[config.mk]
export PLATFORM = sky130hd
export DESIGN_NAME = cc_queue
export DESIGN_NICKNAME = d
export VERILOG_FILES = /design/src/cc_pkg.sv /design/src/cc_queue.sv /design/src/cc_pacer.sv /design/src/cc_rate_ctrl.sv /design/src/queue_meta.sv
export SDC_FILE = /design/constraint.sdc
export NUM_CORES = 2
export LEC_CHECK = 0
export BUFFER_PORTS_ARGS = -buffer_cell sky130_fd_sc_hd__buf_2
export CORE_MARGIN = 2
export CORE_UTILIZATION = 45
export DETAILED_ROUTE_END_ITERATION = 10
export GPL_TIMING_DRIVEN = 0
export PLACE_DENSITY = 0.69
export SLEW_MARGIN = 40
export SYNTH_ARGS = -nofsm -noshare
export SYNTH_HDL_FRONTEND = slang
export SYNTH_SLANG_ARGS = --single-unit
[constraint.sdc]
create_clock -name aclk -period 10.4 [get_ports aclk]
set_input_delay 0.52 -clock aclk [delete_from_list [all_inputs] [get_ports aclk]]
set_output_delay 0.52 -clock aclk [all_outputs]
set_load 0.005 [all_outputs]
[src/cc_pkg.sv]
package cc_pkg;

    // ================================================
    // widths with a meaning
    // ================================================

    // rate as minimum cycles between two departures
    typedef logic [15:0] rate_t;

    // free-running cycle time and event timestamps
    typedef logic [31:0] tstamp_t;

    // index into the alpha factor table
    typedef logic [4:0] sa_idx_t;

    // work request as it travels through the queue
    typedef struct packed {
        logic [47:0] vaddr;
        logic [13:0] len;
        logic        opcode;
        logic        last;
    } dreq_t;

    // increase decision of the reaction point
    typedef enum logic [1:0] {
        INC_NONE,
        INC_FAST,
        INC_ADDITIVE,
        INC_HYPER
    } inc_mode_t;

    // ================================================
    // queue sizing
    // ================================================
    localparam int QDEPTH = 20;
    localparam int QPTR_W = $clog2(QDEPTH);
    localparam int QCNT_W = $clog2(QDEPTH + 1);

    // ================================================
    // DCQCN constants
    // ================================================
    localparam rate_t   RT_INIT       = 16'd128;
    localparam rate_t   RC_INIT       = 16'd8192;
    localparam tstamp_t MIN_MARK_GAP  = 32'd200;
    localparam tstamp_t ALPHA_TIMEOUT = 32'd600;
    localparam rate_t   R_AI          = 16'd60;
    localparam rate_t   RATE_FLOOR    = 16'd50;
    localparam rate_t   CUT_LIMIT     = 16'd2048;
    localparam logic [2:0] STAGE_F    = 3'd5;
    localparam logic [7:0] TIME_LIMIT = 8'd150;
    localparam logic [7:0] ACK_LIMIT  = 8'd10;
    localparam sa_idx_t SA_MAX        = 5'd28;

    // cut factors in units of 1/128
    // index 0 doubles the gap
    localparam logic [8:0] SA_TABLE [0:28] = '{
        9'd256, 9'd241, 9'd228, 9'd218, 9'd209, 9'd201, 9'd194, 9'd188,
        9'd182, 9'd178, 9'd173, 9'd170, 9'd166, 9'd163, 9'd161, 9'd158,
        9'd156, 9'd154, 9'd152, 9'd150, 9'd148, 9'd147, 9'd146, 9'd144,
        9'd143, 9'd142, 9'd141, 9'd140, 9'd139
    };

endpackage
[src/cc_queue.sv]
module cc_queue (
    input  logic          aclk,
    input  logic          aresetn,

    input  logic          ecn_mark,
    input  logic          ecn_write_rdy,

    input  logic          s_req_valid,
    output logic          s_req_ready,
    input  cc_pkg::dreq_t s_req_data,

    output logic          m_req_valid,
    input  logic          m_req_ready,
    output cc_pkg::dreq_t m_req_data,

    output cc_pkg::rate_t rate_cur
);

    import cc_pkg::*;

    // FIFO head toward the pacer
    logic  q_valid;
    logic  q_ready;
    dreq_t q_data;

    queue_meta inst_cq (
        .aclk    (aclk),
        .aresetn (aresetn),
        .s_valid (s_req_valid),
        .s_ready (s_req_ready),
        .s_data  (s_req_data),
        .m_valid (q_valid),
        .m_ready (q_ready),
        .m_data  (q_data)
    );

    cc_rate_ctrl inst_rc (
        .aclk          (aclk),
        .aresetn       (aresetn),
        .ecn_write_rdy (ecn_write_rdy),
        .ecn_mark      (ecn_mark),
        .rate_cur      (rate_cur)
    );

    cc_pacer inst_pacer (
        .aclk        (aclk),
        .aresetn     (aresetn),
        .rate_cur    (rate_cur),
        .q_valid     (q_valid),
        .q_ready     (q_ready),
        .q_data      (q_data),
        .m_req_valid (m_req_valid),
        .m_req_ready (m_req_ready),
        .m_req_data  (m_req_data)
    );

endmodule

[src/cc_pacer.sv]
module cc_pacer (
    input  logic          aclk,
    input  logic          aresetn,

    input  cc_pkg::rate_t rate_cur,

    input  logic          q_valid,
    output logic          q_ready,
    input  cc_pkg::dreq_t q_data,

    output logic          m_req_valid,
    input  logic          m_req_ready,
    output cc_pkg::dreq_t m_req_data
);

    import cc_pkg::*;

    tstamp_t gap_cnt;
    logic    gap_open;
    logic    m_fire;

    assign gap_open = gap_cnt > rate_cur;
    assign m_fire   = m_req_valid && m_req_ready;

    // take the head only into an empty output stage
    assign q_ready = gap_open && !m_req_valid;

    // ================================================
    // gap timer and output stage
    // ================================================
    always_ff @(posedge aclk) begin
        if (!aresetn) begin
            gap_cnt     <= '0;
            m_req_valid <= 1'b0;
        end else begin
            if (m_fire) begin
                gap_cnt     <= '0;
                m_req_valid <= 1'b0;
            end else begin
                if (gap_cnt != '1) begin
                    gap_cnt <= gap_cnt + 1'b1;
                end
                if (q_valid && q_ready) begin
                    m_req_valid <= 1'b1;
                end
            end
        end
    end

    always_ff @(posedge aclk) begin
        if (q_valid && q_ready) begin
            m_req_data <= q_data;
        end
    end

    a_hold_data: assert property (@(posedge aclk) disable iff (!aresetn)
        (m_req_valid && !m_req_ready) |=> (m_req_valid && $stable(m_req_data)))
        else $error("cc_pacer: output changed under back-pressure");

endmodule

[src/cc_rate_ctrl.sv]
module cc_rate_ctrl (
    input  logic          aclk,
    input  logic          aresetn,

    input  logic          ecn_write_rdy,
    input  logic          ecn_mark,

    output cc_pkg::rate_t rate_cur
);

    import cc_pkg::*;

    // registered state
    tstamp_t    timer;
    rate_t      rate_tgt;
    sa_idx_t    sa_idx;
    tstamp_t    t_last_mark;
    tstamp_t    t_last_cut;
    logic [7:0] ack_cnt;
    logic [7:0] time_cnt;
    logic [2:0] tc_stage;
    logic [2:0] ac_stage;
    logic       inc_event;

    // next state
    tstamp_t    timer_n;
    rate_t      rate_tgt_n;
    rate_t      rate_cur_n;
    sa_idx_t    sa_idx_n;
    tstamp_t    t_last_mark_n;
    tstamp_t    t_last_cut_n;
    logic [7:0] ack_cnt_n;
    logic [7:0] time_cnt_n;
    logic [2:0] tc_stage_n;
    logic [2:0] ac_stage_n;
    logic       inc_event_n;

    // helpers
    inc_mode_t   inc_mode;
    logic        cut_ok;
    logic        alpha_up;
    logic [16:0] rate_sum;
    rate_t       rate_mean;
    logic [24:0] cut_prod;
    rate_t       rate_cut;

    assign cut_ok   = ecn_write_rdy && ecn_mark && ((timer - t_last_cut) > MIN_MARK_GAP);
    assign alpha_up = (timer - t_last_mark) > ALPHA_TIMEOUT;

    assign rate_sum  = {1'b0, rate_tgt} + {1'b0, rate_cur};
    assign rate_mean = rate_sum[16:1];
    assign cut_prod  = rate_cur * SA_TABLE[sa_idx];
    assign rate_cut  = cut_prod[22:7];

    // ================================================
    // increase decision from the stage counters
    // ================================================
    always_comb begin
        if (!inc_event) begin
            inc_mode = INC_NONE;
        end else if (tc_stage >= STAGE_F && ac_stage >= STAGE_F) begin
            inc_mode = INC_HYPER;
        end else if (tc_stage >= STAGE_F || ac_stage >= STAGE_F) begin
            inc_mode = INC_ADDITIVE;
        end else begin
            inc_mode = INC_FAST;
        end
    end

    // ================================================
    // reaction point update where later steps take priority
    // ================================================
    always_comb begin
        timer_n       = timer + 1'b1;
        rate_tgt_n    = rate_tgt;
        rate_cur_n    = rate_cur;
        sa_idx_n      = sa_idx;
        t_last_mark_n = t_last_mark;
        t_last_cut_n  = t_last_cut;
        ack_cnt_n     = ack_cnt;
        time_cnt_n    = time_cnt + 1'b1;
        tc_stage_n    = tc_stage;
        ac_stage_n    = ac_stage;
        inc_event_n   = 1'b0;

        if (ecn_write_rdy) begin
            ack_cnt_n = ack_cnt + 1'b1;
            if (ecn_mark) begin
                // marks too close to the last cut only refresh the timestamp
                if (cut_ok) begin
                    rate_tgt_n = rate_cur;
                    if (rate_cur <= CUT_LIMIT) begin
                        rate_cur_n = rate_cut;
                    end
                    if (sa_idx != '0) begin
                        sa_idx_n = sa_idx - 1'b1;
                    end
                    t_last_cut_n = timer;
                    time_cnt_n   = '0;
                    ack_cnt_n    = '0;
                    tc_stage_n   = '0;
                    ac_stage_n   = '0;
                end
                t_last_mark_n = timer;
            end
        end

        // a quiet period moves toward gentler cuts
        if (alpha_up) begin
            if (sa_idx != SA_MAX) begin
                sa_idx_n = sa_idx + 1'b1;
            end
            t_last_mark_n = timer;
        end

        if (time_cnt > TIME_LIMIT) begin
            time_cnt_n  = '0;
            inc_event_n = 1'b1;
            if (tc_stage < STAGE_F) begin
                tc_stage_n = tc_stage + 1'b1;
            end
        end

        if (ack_cnt > ACK_LIMIT) begin
            ack_cnt_n   = '0;
            inc_event_n = 1'b1;
            if (ac_stage < STAGE_F) begin
                ac_stage_n = ac_stage + 1'b1;
            end
        end

        case (inc_mode)
            INC_FAST, INC_HYPER: begin
                rate_cur_n = rate_mean;
            end
            INC_ADDITIVE: begin
                if (({1'b0, rate_tgt} + 17'd3) < {1'b0, R_AI}) begin
                    rate_tgt_n = 16'd1;
                end else begin
                    rate_tgt_n = rate_tgt - R_AI;
                end
                rate_cur_n = rate_mean;
            end
            default: begin
            end
        endcase

        // floor on both rates
        if (rate_cur_n < RATE_FLOOR) begin
            rate_cur_n = RATE_FLOOR;
        end
        if (rate_tgt_n < RATE_FLOOR) begin
            rate_tgt_n = RATE_FLOOR;
        end
    end

    always_ff @(posedge aclk) begin
        if (!aresetn) begin
            timer       <= '0;
            rate_tgt    <= RT_INIT;
            rate_cur    <= RC_INIT;
            sa_idx      <= '0;
            t_last_mark <= '0;
            t_last_cut  <= '0;
            ack_cnt     <= '0;
            time_cnt    <= '0;
            tc_stage    <= '0;
            ac_stage    <= '0;
            inc_event   <= 1'b0;
        end else begin
            timer       <= timer_n;
            rate_tgt    <= rate_tgt_n;
            rate_cur    <= rate_cur_n;
            sa_idx      <= sa_idx_n;
            t_last_mark <= t_last_mark_n;
            t_last_cut  <= t_last_cut_n;
            ack_cnt     <= ack_cnt_n;
            time_cnt    <= time_cnt_n;
            tc_stage    <= tc_stage_n;
            ac_stage    <= ac_stage_n;
            inc_event   <= inc_event_n;
        end
    end

    a_rate_floor: assert property (@(posedge aclk) disable iff (!aresetn)
        (rate_cur >= RATE_FLOOR) && (rate_tgt >= RATE_FLOOR))
        else $error("cc_rate_ctrl: rate below floor");

    a_idx_max: assert property (@(posedge aclk) disable iff (!aresetn)
        sa_idx <= SA_MAX)
        else $error("cc_rate_ctrl: alpha index out of table");

endmodule

[src/queue_meta.sv]
module queue_meta (
    input  logic          aclk,
    input  logic          aresetn,

    input  logic          s_valid,
    output logic          s_ready,
    input  cc_pkg::dreq_t s_data,

    output logic          m_valid,
    input  logic          m_ready,
    output cc_pkg::dreq_t m_data
);

    import cc_pkg::*;

    dreq_t              mem [0:QDEPTH-1];
    logic [QPTR_W-1:0]  wr_ptr;
    logic [QPTR_W-1:0]  rd_ptr;
    logic [QCNT_W-1:0]  count;
    logic               push;
    logic               pop;

    assign s_ready = (count != QCNT_W'(QDEPTH));
    assign m_valid = (count != '0);
    assign m_data  = mem[rd_ptr];

    assign push = s_valid && s_ready;
    assign pop  = m_valid && m_ready;

    // payload storage
    always_ff @(posedge aclk) begin
        if (push) begin
            mem[wr_ptr] <= s_data;
        end
    end

    // ================================================
    // pointers and occupancy
    // ================================================
    always_ff @(posedge aclk) begin
        if (!aresetn) begin
            wr_ptr <= '0;
            rd_ptr <= '0;
            count  <= '0;
        end else begin
            if (push) begin
                wr_ptr <= (wr_ptr == QPTR_W'(QDEPTH - 1)) ? '0 : wr_ptr + 1'b1;
            end
            if (pop) begin
                rd_ptr <= (rd_ptr == QPTR_W'(QDEPTH - 1)) ? '0 : rd_ptr + 1'b1;
            end
            // push and pop together leave count alone
            if (push && !pop) begin
                count <= count + 1'b1;
            end else if (pop && !push) begin
                count <= count - 1'b1;
            end
        end
    end

    // a full FIFO has its write pointer wrapped onto the read pointer
    a_no_push_full: assert property (@(posedge aclk) disable iff (!aresetn)
        (count == QCNT_W'(QDEPTH)) |-> (wr_ptr == rd_ptr))
        else $error("queue_meta: pointers apart while full");

    // an empty FIFO has both pointers on the same slot
    a_no_pop_empty: assert property (@(posedge aclk) disable iff (!aresetn)
        (count == '0) |-> (wr_ptr == rd_ptr))
        else $error("queue_meta: pointers apart while empty");

endmodule

; ---- Yosys cells after proc, flatten, opt, wreduce, memory -nomap -nowiden
; Memories as Yosys holds them, arrays and structs flattened. A register that Yosys moved wholly into a read port is not among the register bits.
; Cells that the tools add are included.
[word_totals]
ff_bits = 204
ramBits = 1280
romBits = 288
input_bits = 70
out_inout_bits = 82
mem_count = 2
[classes]
add_sub_neg = 17
n_mul = 1
magnitude_cmp = 14
n_eq_ne = 8
muxes = 49
bitwise = 2
n_reduce_logical = 26
[mem_list]
columns = name, words, width, read_ports, rd_ports_with_merged_regs, wr, line
row1 = inst_cq.mem, 20, 64, 1, 1, 1, queue_meta.sv:16  ; dreq_t mem [0:QDEPTH-1];
row2 = (name not given), 32, 9, 1, 0, 0, cc_rate_ctrl.sv:52  ; assign cut_prod = rate_cur * SA_TABLE[sa_idx];
[ops]
columns = cell, count
row1 = 16-bit two-way mux, 10
row2 = 32-bit two-way mux, 3
row3 = 32-bit by 1-bit adder with 32-bit output (second input constant), 2
row4 = 32-bit subtractor, 2
row5 = 5-bit two-way mux, 10
row6 = 8-bit two-way mux, 6
row7 = 32-bit by 10-bit > comparator with 1-bit output (second input constant), 1
row8 = 32-bit by 16-bit > comparator with 1-bit output, 1
row9 = 32-bit by 8-bit > comparator with 1-bit output (second input constant), 1
row10 = 16-bit by 6-bit < comparator with 1-bit output (second input constant), 2
row11 = 32-bit inequality test (second input constant), 1
row12 = 3-bit two-way mux, 10
row13 = 16-bit by 9-bit multiplier with 23-bit output, 1
row14 = 5-bit by 1-bit adder with 5-bit output (second input constant), 4
row15 = 9-bit two-way mux, 2
row16 = 16-bit by 16-bit adder with 17-bit output, 1
row17 = 16-bit by 2-bit adder with 17-bit output (second input constant), 1
row18 = 17-bit by 6-bit < comparator with 1-bit output (second input constant), 1
row19 = 8-bit by 1-bit adder with 8-bit output (second input constant), 2
row20 = 16-bit by 12-bit less-or-equal comparator with 1-bit output (second input constant), 1
row21 = 16-bit by 6-bit subtractor with 16-bit output (second input constant), 1
row22 = 14-bit two-way mux, 1
row23 = 5-bit == test (second input constant), 2
row24 = 5-bit inequality test (second input constant), 2
row25 = 22 further kinds, 49

; ---- Logic depth before layout (Yosys ltp)
[depth]
word_depth = 12
depth_mapped = 30
depth_no_buf = 28

; ---- Cells and area by module
; Synthesis repeated with hierarchy kept, for this count alone.
[hier_totals]
cells_unflattened = 5167
hier_area_um2 = 70954.3
[modules_own_cells]
columns = mod, instances, cells_per_inst, area_per_inst_um2
row1 = queue_meta, 1, 2660, 50099.3
row2 = cc_rate_ctrl, 1, 2173, 16739.8
row3 = cc_pacer, 1, 334, 4115.2

; ---- Worst setup path before layout
; Ideal clock, no wire load.
[synth_path]
path_type = reg2reg
from = register inst_rc.rate_cur[10]
to = register inst_cq.count[4]
setup_ps = 71
arrival_ps = 9043
required_ps = 10329
path_slack_ps = 1285
path_stages_with_launch = 20
path_buffers = 1
synth_period_minus_slack_ps = 9115
cell_sequence = dfxtp_1 clkbuf_1 inv_1 ha_1 nand4_1 or2_2 nor2_1 a221oi_1 o221ai_1 a21oi_1 a211oi_1 inv_1 ha_1 inv_1 ha_1 a21o_1 a21oi_1 xnor2_1 or3_1 a21oi_1
[synth_between]
elab_chain_cells = 6
elab_cells_between_ends = 8
[synth_rtl]
columns = element, line
row1 = "start, declared", cc_rate_ctrl.sv:8  ; output cc_pkg::rate_t rate_cur
row2 = "start signal, assigned", cc_rate_ctrl.sv:173  ; rate_cur <= rate_cur_n;
row3 = 32-bit by 16-bit > comparator with 1-bit output *, cc_pacer.sv:22  ; assign gap_open = gap_cnt > rate_cur;
row4 = 1-bit logical AND *, cc_pacer.sv:26  ; assign q_ready = gap_open && !m_req_valid;
row5 = 1-bit logical AND *, queue_meta.sv:28  ; assign pop = m_valid && m_ready;
row6 = net inst_cq.pop, queue_meta.sv:21  ; logic pop;
row7 = 1-bit logical NOT, queue_meta.sv:53  ; if (push && !pop) begin
row8 = 1-bit logical AND, queue_meta.sv:53
row9 = 5-bit two-way mux / 2-bit nonzero test (equally long branches), -
row10 = "end signal, assigned", queue_meta.sv:54  ; count <= count + 1'b1;
row11 = "end signal, assigned", queue_meta.sv:56  ; count <= count - 1'b1;
row12 = "end, declared", queue_meta.sv:19  ; logic [QCNT_W-1:0] count;
; Mark *: on every way through the listed nets, which the timed path passes. The rest lies on a longest branch.
; A chain may end at the register's enable or synchronous reset.

; ---- Worst setup path in the final report
[layout_path]
from = register inst_rc.sa_idx[1]
to = register inst_rc.rate_cur[2]
[layout_between]
elab_chain_cells = 12
[layout_rtl]
columns = element, line
row1 = "start, declared", cc_rate_ctrl.sv:16  ; sa_idx_t sa_idx;
row2 = "start signal, assigned", cc_rate_ctrl.sv:174  ; sa_idx <= sa_idx_n;
row3 = 5-bit inverter with 6-bit output (not written as such) *, cc_rate_ctrl.sv:52
row4 = memory 32 x 9 bit *, -
row5 = 9-bit two-way mux (not written as such) * (2 in a row), cc_rate_ctrl.sv:52
row6 = 16-bit by 9-bit multiplier with 23-bit output *, cc_rate_ctrl.sv:52
row7 = 16-bit two-way mux *, cc_rate_ctrl.sv:92  ; if (rate_cur <= CUT_LIMIT) begin
row8 = 16-bit two-way mux *, cc_rate_ctrl.sv:90  ; if (cut_ok) begin
row9 = 16-bit two-way mux *, cc_rate_ctrl.sv:88  ; if (ecn_mark) begin
row10 = 16-bit two-way mux *, cc_rate_ctrl.sv:86  ; if (ecn_write_rdy) begin
row11 = 16-bit two-way mux *, cc_rate_ctrl.sv:132  ; case (inc_mode)
row12 = 16-bit by 6-bit < comparator with 1-bit output, cc_rate_ctrl.sv:149  ; if (rate_cur_n < RATE_FLOOR) begin
row13 = 2-bit OR reduction (no line), -
; Mark *: on every way between the ends. The rest lies on a longest branch, timed or not. The select of a mux whose other input is x is not followed.

==> summary.md <==
| Metric | Value |
|---|---|
| Outcome | `finished, final reports clean` |
| Leak pwr | `approximately 28 nW` |
| Post-synthesis mux area share | `between 10% and 20%` |
| Aggregate routed wire length | `approximately 170000 um` |
| Vias | `roughly 40000` |
| Die W | `395 um` |
| Adder-cell share of the synthesized area | `5.74%` |
| Worst VDD drop | `around 0.00015 V` |
| Sequential power share | `49.1%` |
| Initial antenna violation count | `25` |
| Power per standard cell area | `between 150 and 200 nW/um^2` |
| Final period utilization | `between 70% and 80%` |
| Pins Over Slew Limit | `0` |
| Global-route wire length before repair | `roughly 260000 um` |
| Hold Crit Start | `ecn_write_rdy` |
| Final WS setup | `roughly 2.2 ns` |
| Post-synth top flop | `edfxtp_1` |
| Post-Synth Simple-Gate Area | `under 10%` |
| Syn-to-layout area delta | `16.2%` |
| Worst-path cell with the longest stage delay | `a21oi_1` |
| Avg Inst Size Synth | `around 16 sq um` |
| Clk pin slew, worst setup/hold paths | `around 0.07 ns` |
| RSZ-0062 raised after global routing | `no` |
| Arr. time, crit path | `roughly 8.8 ns` |
| Xor/xnor share of the synthesized area | `under 10%` |
| Post-CTS Setup Bufs | `0` |
| Post-synth EDFFs | `around 1300` |
| Synth Register Bits | `around 1500` |
| Number of buffers created by CTS | `roughly 160` |
| Clk_lat worst skew | `just under 0.8 ns` |
| Hold Path Stages | `3` |
| Internal power | `~0.011 W` |
| Ys async rst share | `0%` |
| CP Launch Type | `flop` |
| Post-CTS sizing | `0` |
| Crit-path max cell delay | `between 0.6 and 0.7 ns` |
| Synth Warn # | `0` |
| Largest net degree at the start of global routing | `21` |
| Global placement routability congestion | `0.891` |
| Crit path capture type | `flop` |
| Core Box Area | `between 150000 and 200000 sq um` |
| CTS HTree Levels | `4` |
| Slew HR | `a little under two fifths` |
| Reg-to-reg setup timing slack | `2.21 ns` |
| Post-synthesis cell area | `just under 70000 sq um` |
| Nets | `roughly 5000` |
| Post-DP HPWL | `~120000 um` |
| Sw frac | `approximately a quarter` |
| Synth cell types | `between 80 and 90` |
| Die area | `about 160000 sq um` |
| PortBufs | `150` |
| Reg2Reg Depth | `28` |
| Worst R2R Start | `inst_rc.sa_idx[1]` |
| Vias per cell | `a little under 6` |
| Hold_buf cts | `0` |
| Routed len/inst | `25.5 um` |
| Fmax | `about 120 MHz` |
| Initial Util | `between 40% and 50%` |
| Hold Path Class | `in -> reg` |
| Tmin final | `between 8 and 9 ns` |
| Hold Violations, Final | `0` |
| Critical path required time | `11.05 ns` |
| Layout cells sized above 1 | `22.5%` |
| Setup CP Type | `reg -> reg` |
| Post-DP Area | `74700 sq um` |
| Synth Area in Compound Gates | `under 10%` |
| Overall routing resource usage | `around 22%` |
| Largest family of logic cells by synthesized area | `multiplexers` |
| Total congestion overflow | `0` |
| Reg2reg end | `inst_rc.rate_cur[2]` |
| Max-Cap Viols | `0` |
| Worst-Margin Slew | `approximately 0.95 ns` |
| Final ANT Viol Nets | `0` |
| Cell Rows | `between 100 and 150` |
| CTS root buf | `clkbuf_16` |
| Hold path endpoint | `inst_rc.ack_cnt[1]` |
| CTS tree | `done` |
| Design Area, Final | `~80000 sq um` |
| Crit path top cell by count | `fa_1` |
| Clock skew | `0.0529 ns` |
| Hold_ws | `0.0637 ns` |
| Iter 0 DRT Violations | `roughly 4300` |
| Io pins | `approximately 150` |
| Post-synthesis sequential area ratio | `64.6%` |
| Number of global-route vias before repair | `between 40000 and 50000` |
| Net Sw Power | `0.00337 W` |
| Die H | `between 300 and 400 um` |
| DRC violations left | `0` |
| Setup_tns | `0 ns` |
| Clock network fraction of design power | `40.4%` |
| Final Setup Violations | `0` |
| Logic gate share of total power | `between 10% and 20%` |
| Pre-CTS setup slack | `between 2 and 2.5 ns` |
| DR pass1 iterations | `6` |
| Cell count after synthesis | `between 4000 and 5000` |
| CTS sink cnt | `approximately 1500` |
| CTS max path bufs | `3` |
| Crit Path Max Fanout | `10` |
[cell families (layout without fill, tap and decap cells)]
| logic type | Yosys count | after routing |
|---|---|---|
| flip-flops | 1548 | 1548 |
| AND/OR/NAND/NOR | 907 | 907 |
| adder cells (fa/ha/maj) | 255 | 255 |
| buffers and inverters | 425 | 985 |
| XOR/XNOR | 145 | 145 |
| multiplexers | 532 | 532 |
| other | 1 | 10 |
| AO/OA/AOI/OAI | 437 | 437 |
[state kept, by name (all words and copies together), names as in the netlist, named ones only]
signal                  cells
inst_rc.ack_cnt             8
inst_rc.tc_stage            3
inst_rc.t_last_cut         32
inst_cq.rd_ptr              5
inst_rc.sa_idx              5
inst_rc.time_cnt            8
inst_rc.timer              32
inst_rc.t_last_mark        32
inst_rc.rate_cur           15
inst_pacer.gap_cnt         32
inst_cq.mem              1280
inst_rc.rate_tgt           15
inst_cq.count               5
inst_rc.ac_stage            3
inst_pacer.m_req_valid      1
inst_rc.inc_event           1
inst_pacer.m_req_data      64
inst_cq.wr_ptr              5
[worst max path at each step]
stage,start,to,slack (ns),depth (start not counted)
final,inst_rc.sa_idx[1],inst_rc.rate_cur[2],2.21,28
after global routing,inst_rc.sa_idx[0],flop,1.69,29
after CTS,inst_rc.sa_idx[1],inst_rc.rate_cur[2],2.28,28
after detailed placement,inst_rc.sa_idx[0],inst_rc.rate_cur[2],2.28,29
after global placement,inst_rc.rate_cur[8],inst_cq.count[4],-6.65,19
after floorplan,inst_rc.rate_cur[10],inst_cq.count[4],1.29,19
[worst max-delay path: cells and delay by family (launching register included)]
family,cells,cell delay [ns]
buffers and inverters,4,0.86
flip-flops,1,0.54
AND/OR/NAND/NOR,8,1.35
adder cells (fa/ha/maj),6,2.64
XOR/XNOR,1,0.14
AO/OA/AOI/OAI,9,2.52
[power by group through the flow]
stage	Sequential (W)	Clock [W]	Combinational (W)
5_1_grt	0.00695	0.00601	0.00163
6_report	0.00694	0.00571	0.00149
3_3_place_gp	0.00709	0	0.00140
4_1_cts	0.00694	0.00578	0.00150
3_5_place_dp	0.00707	0	0.00148
2_1_floorplan	0.00706	0	0.000972
[per-layer routing]
metal | track usage (%) | up-vias | wire (um)
li1 | - | 17300 | -
met1 | 30.0 | 20400 | 68300
met2 | 37.5 | 1895 | 85900
met3 | 4.17 | 350 | 15200
met4 | 6.13 | 22 | 5210
met5 | 0 | - | 135
[stage by stage]
stage               power, W  instances  utilization (%)
floorplan            0.00803       4253                -
global placement     0.00849       6433             47.5
detailed placement   0.00855       6549             49.2
CTS                   0.0142       6843             52.6
global route          0.0146       6844             52.6
finish                0.0141       6849             52.6
[placed cells by master (no fill, tap or decap), drive strengths merged, types with 72 or more instances in the layout]
| cell type | instances |
|---|---|
| clkbuf | 340 |
| mux2i | 84 |
| o21ai | 85 |
| a21oi | 126 |
| dfxtp | 204 |
| and2 | 72 |
| ha | 154 |
| inv | 234 |
| mux4 | 384 |
| nand2 | 210 |
| buf | 316 |
| nor2 | 300 |
| fa | 101 |
| xor2 | 82 |
| edfxtp | 1344 |
[area by class of cell]
type	count	area, sq um
antenna	6	15.0
buffer	198	852
clock buffer	193	4100
clock inverter	101	1130
fill	11900	71900
inverter	227	852
multi-input combinational	2280	22900
sequential	1548	44400
tap	2030	2540
timing repair buffer	266	3120
[cells in the mapped netlist, drive strengths merged, types with 17 or more instances]
library cell | n | area (sq um)
a21o | 48 | 362
a21oi | 126 | 646
and2 | 72 | 450
and3 | 27 | 169
buf | 51 | 211
clkbuf | 147 | 552
dfxtp | 204 | 4080
edfxtp | 1344 | 40400
fa | 101 | 2020
ha | 154 | 1930
inv | 226 | 848
mux2 | 64 | 721
mux2i | 84 | 841
mux4 | 384 | 8650
nand2 | 210 | 788
nand2b | 26 | 163
nand3 | 71 | 355
nand4 | 39 | 244
nor2 | 300 | 1130
nor2b | 22 | 138
nor3 | 48 | 240
nor4 | 17 | 113
o21a | 18 | 135
o21ai | 85 | 425
or3 | 18 | 113
xnor2 | 63 | 552
xor2 | 82 | 718
Power figures use the tool's default switching activity.
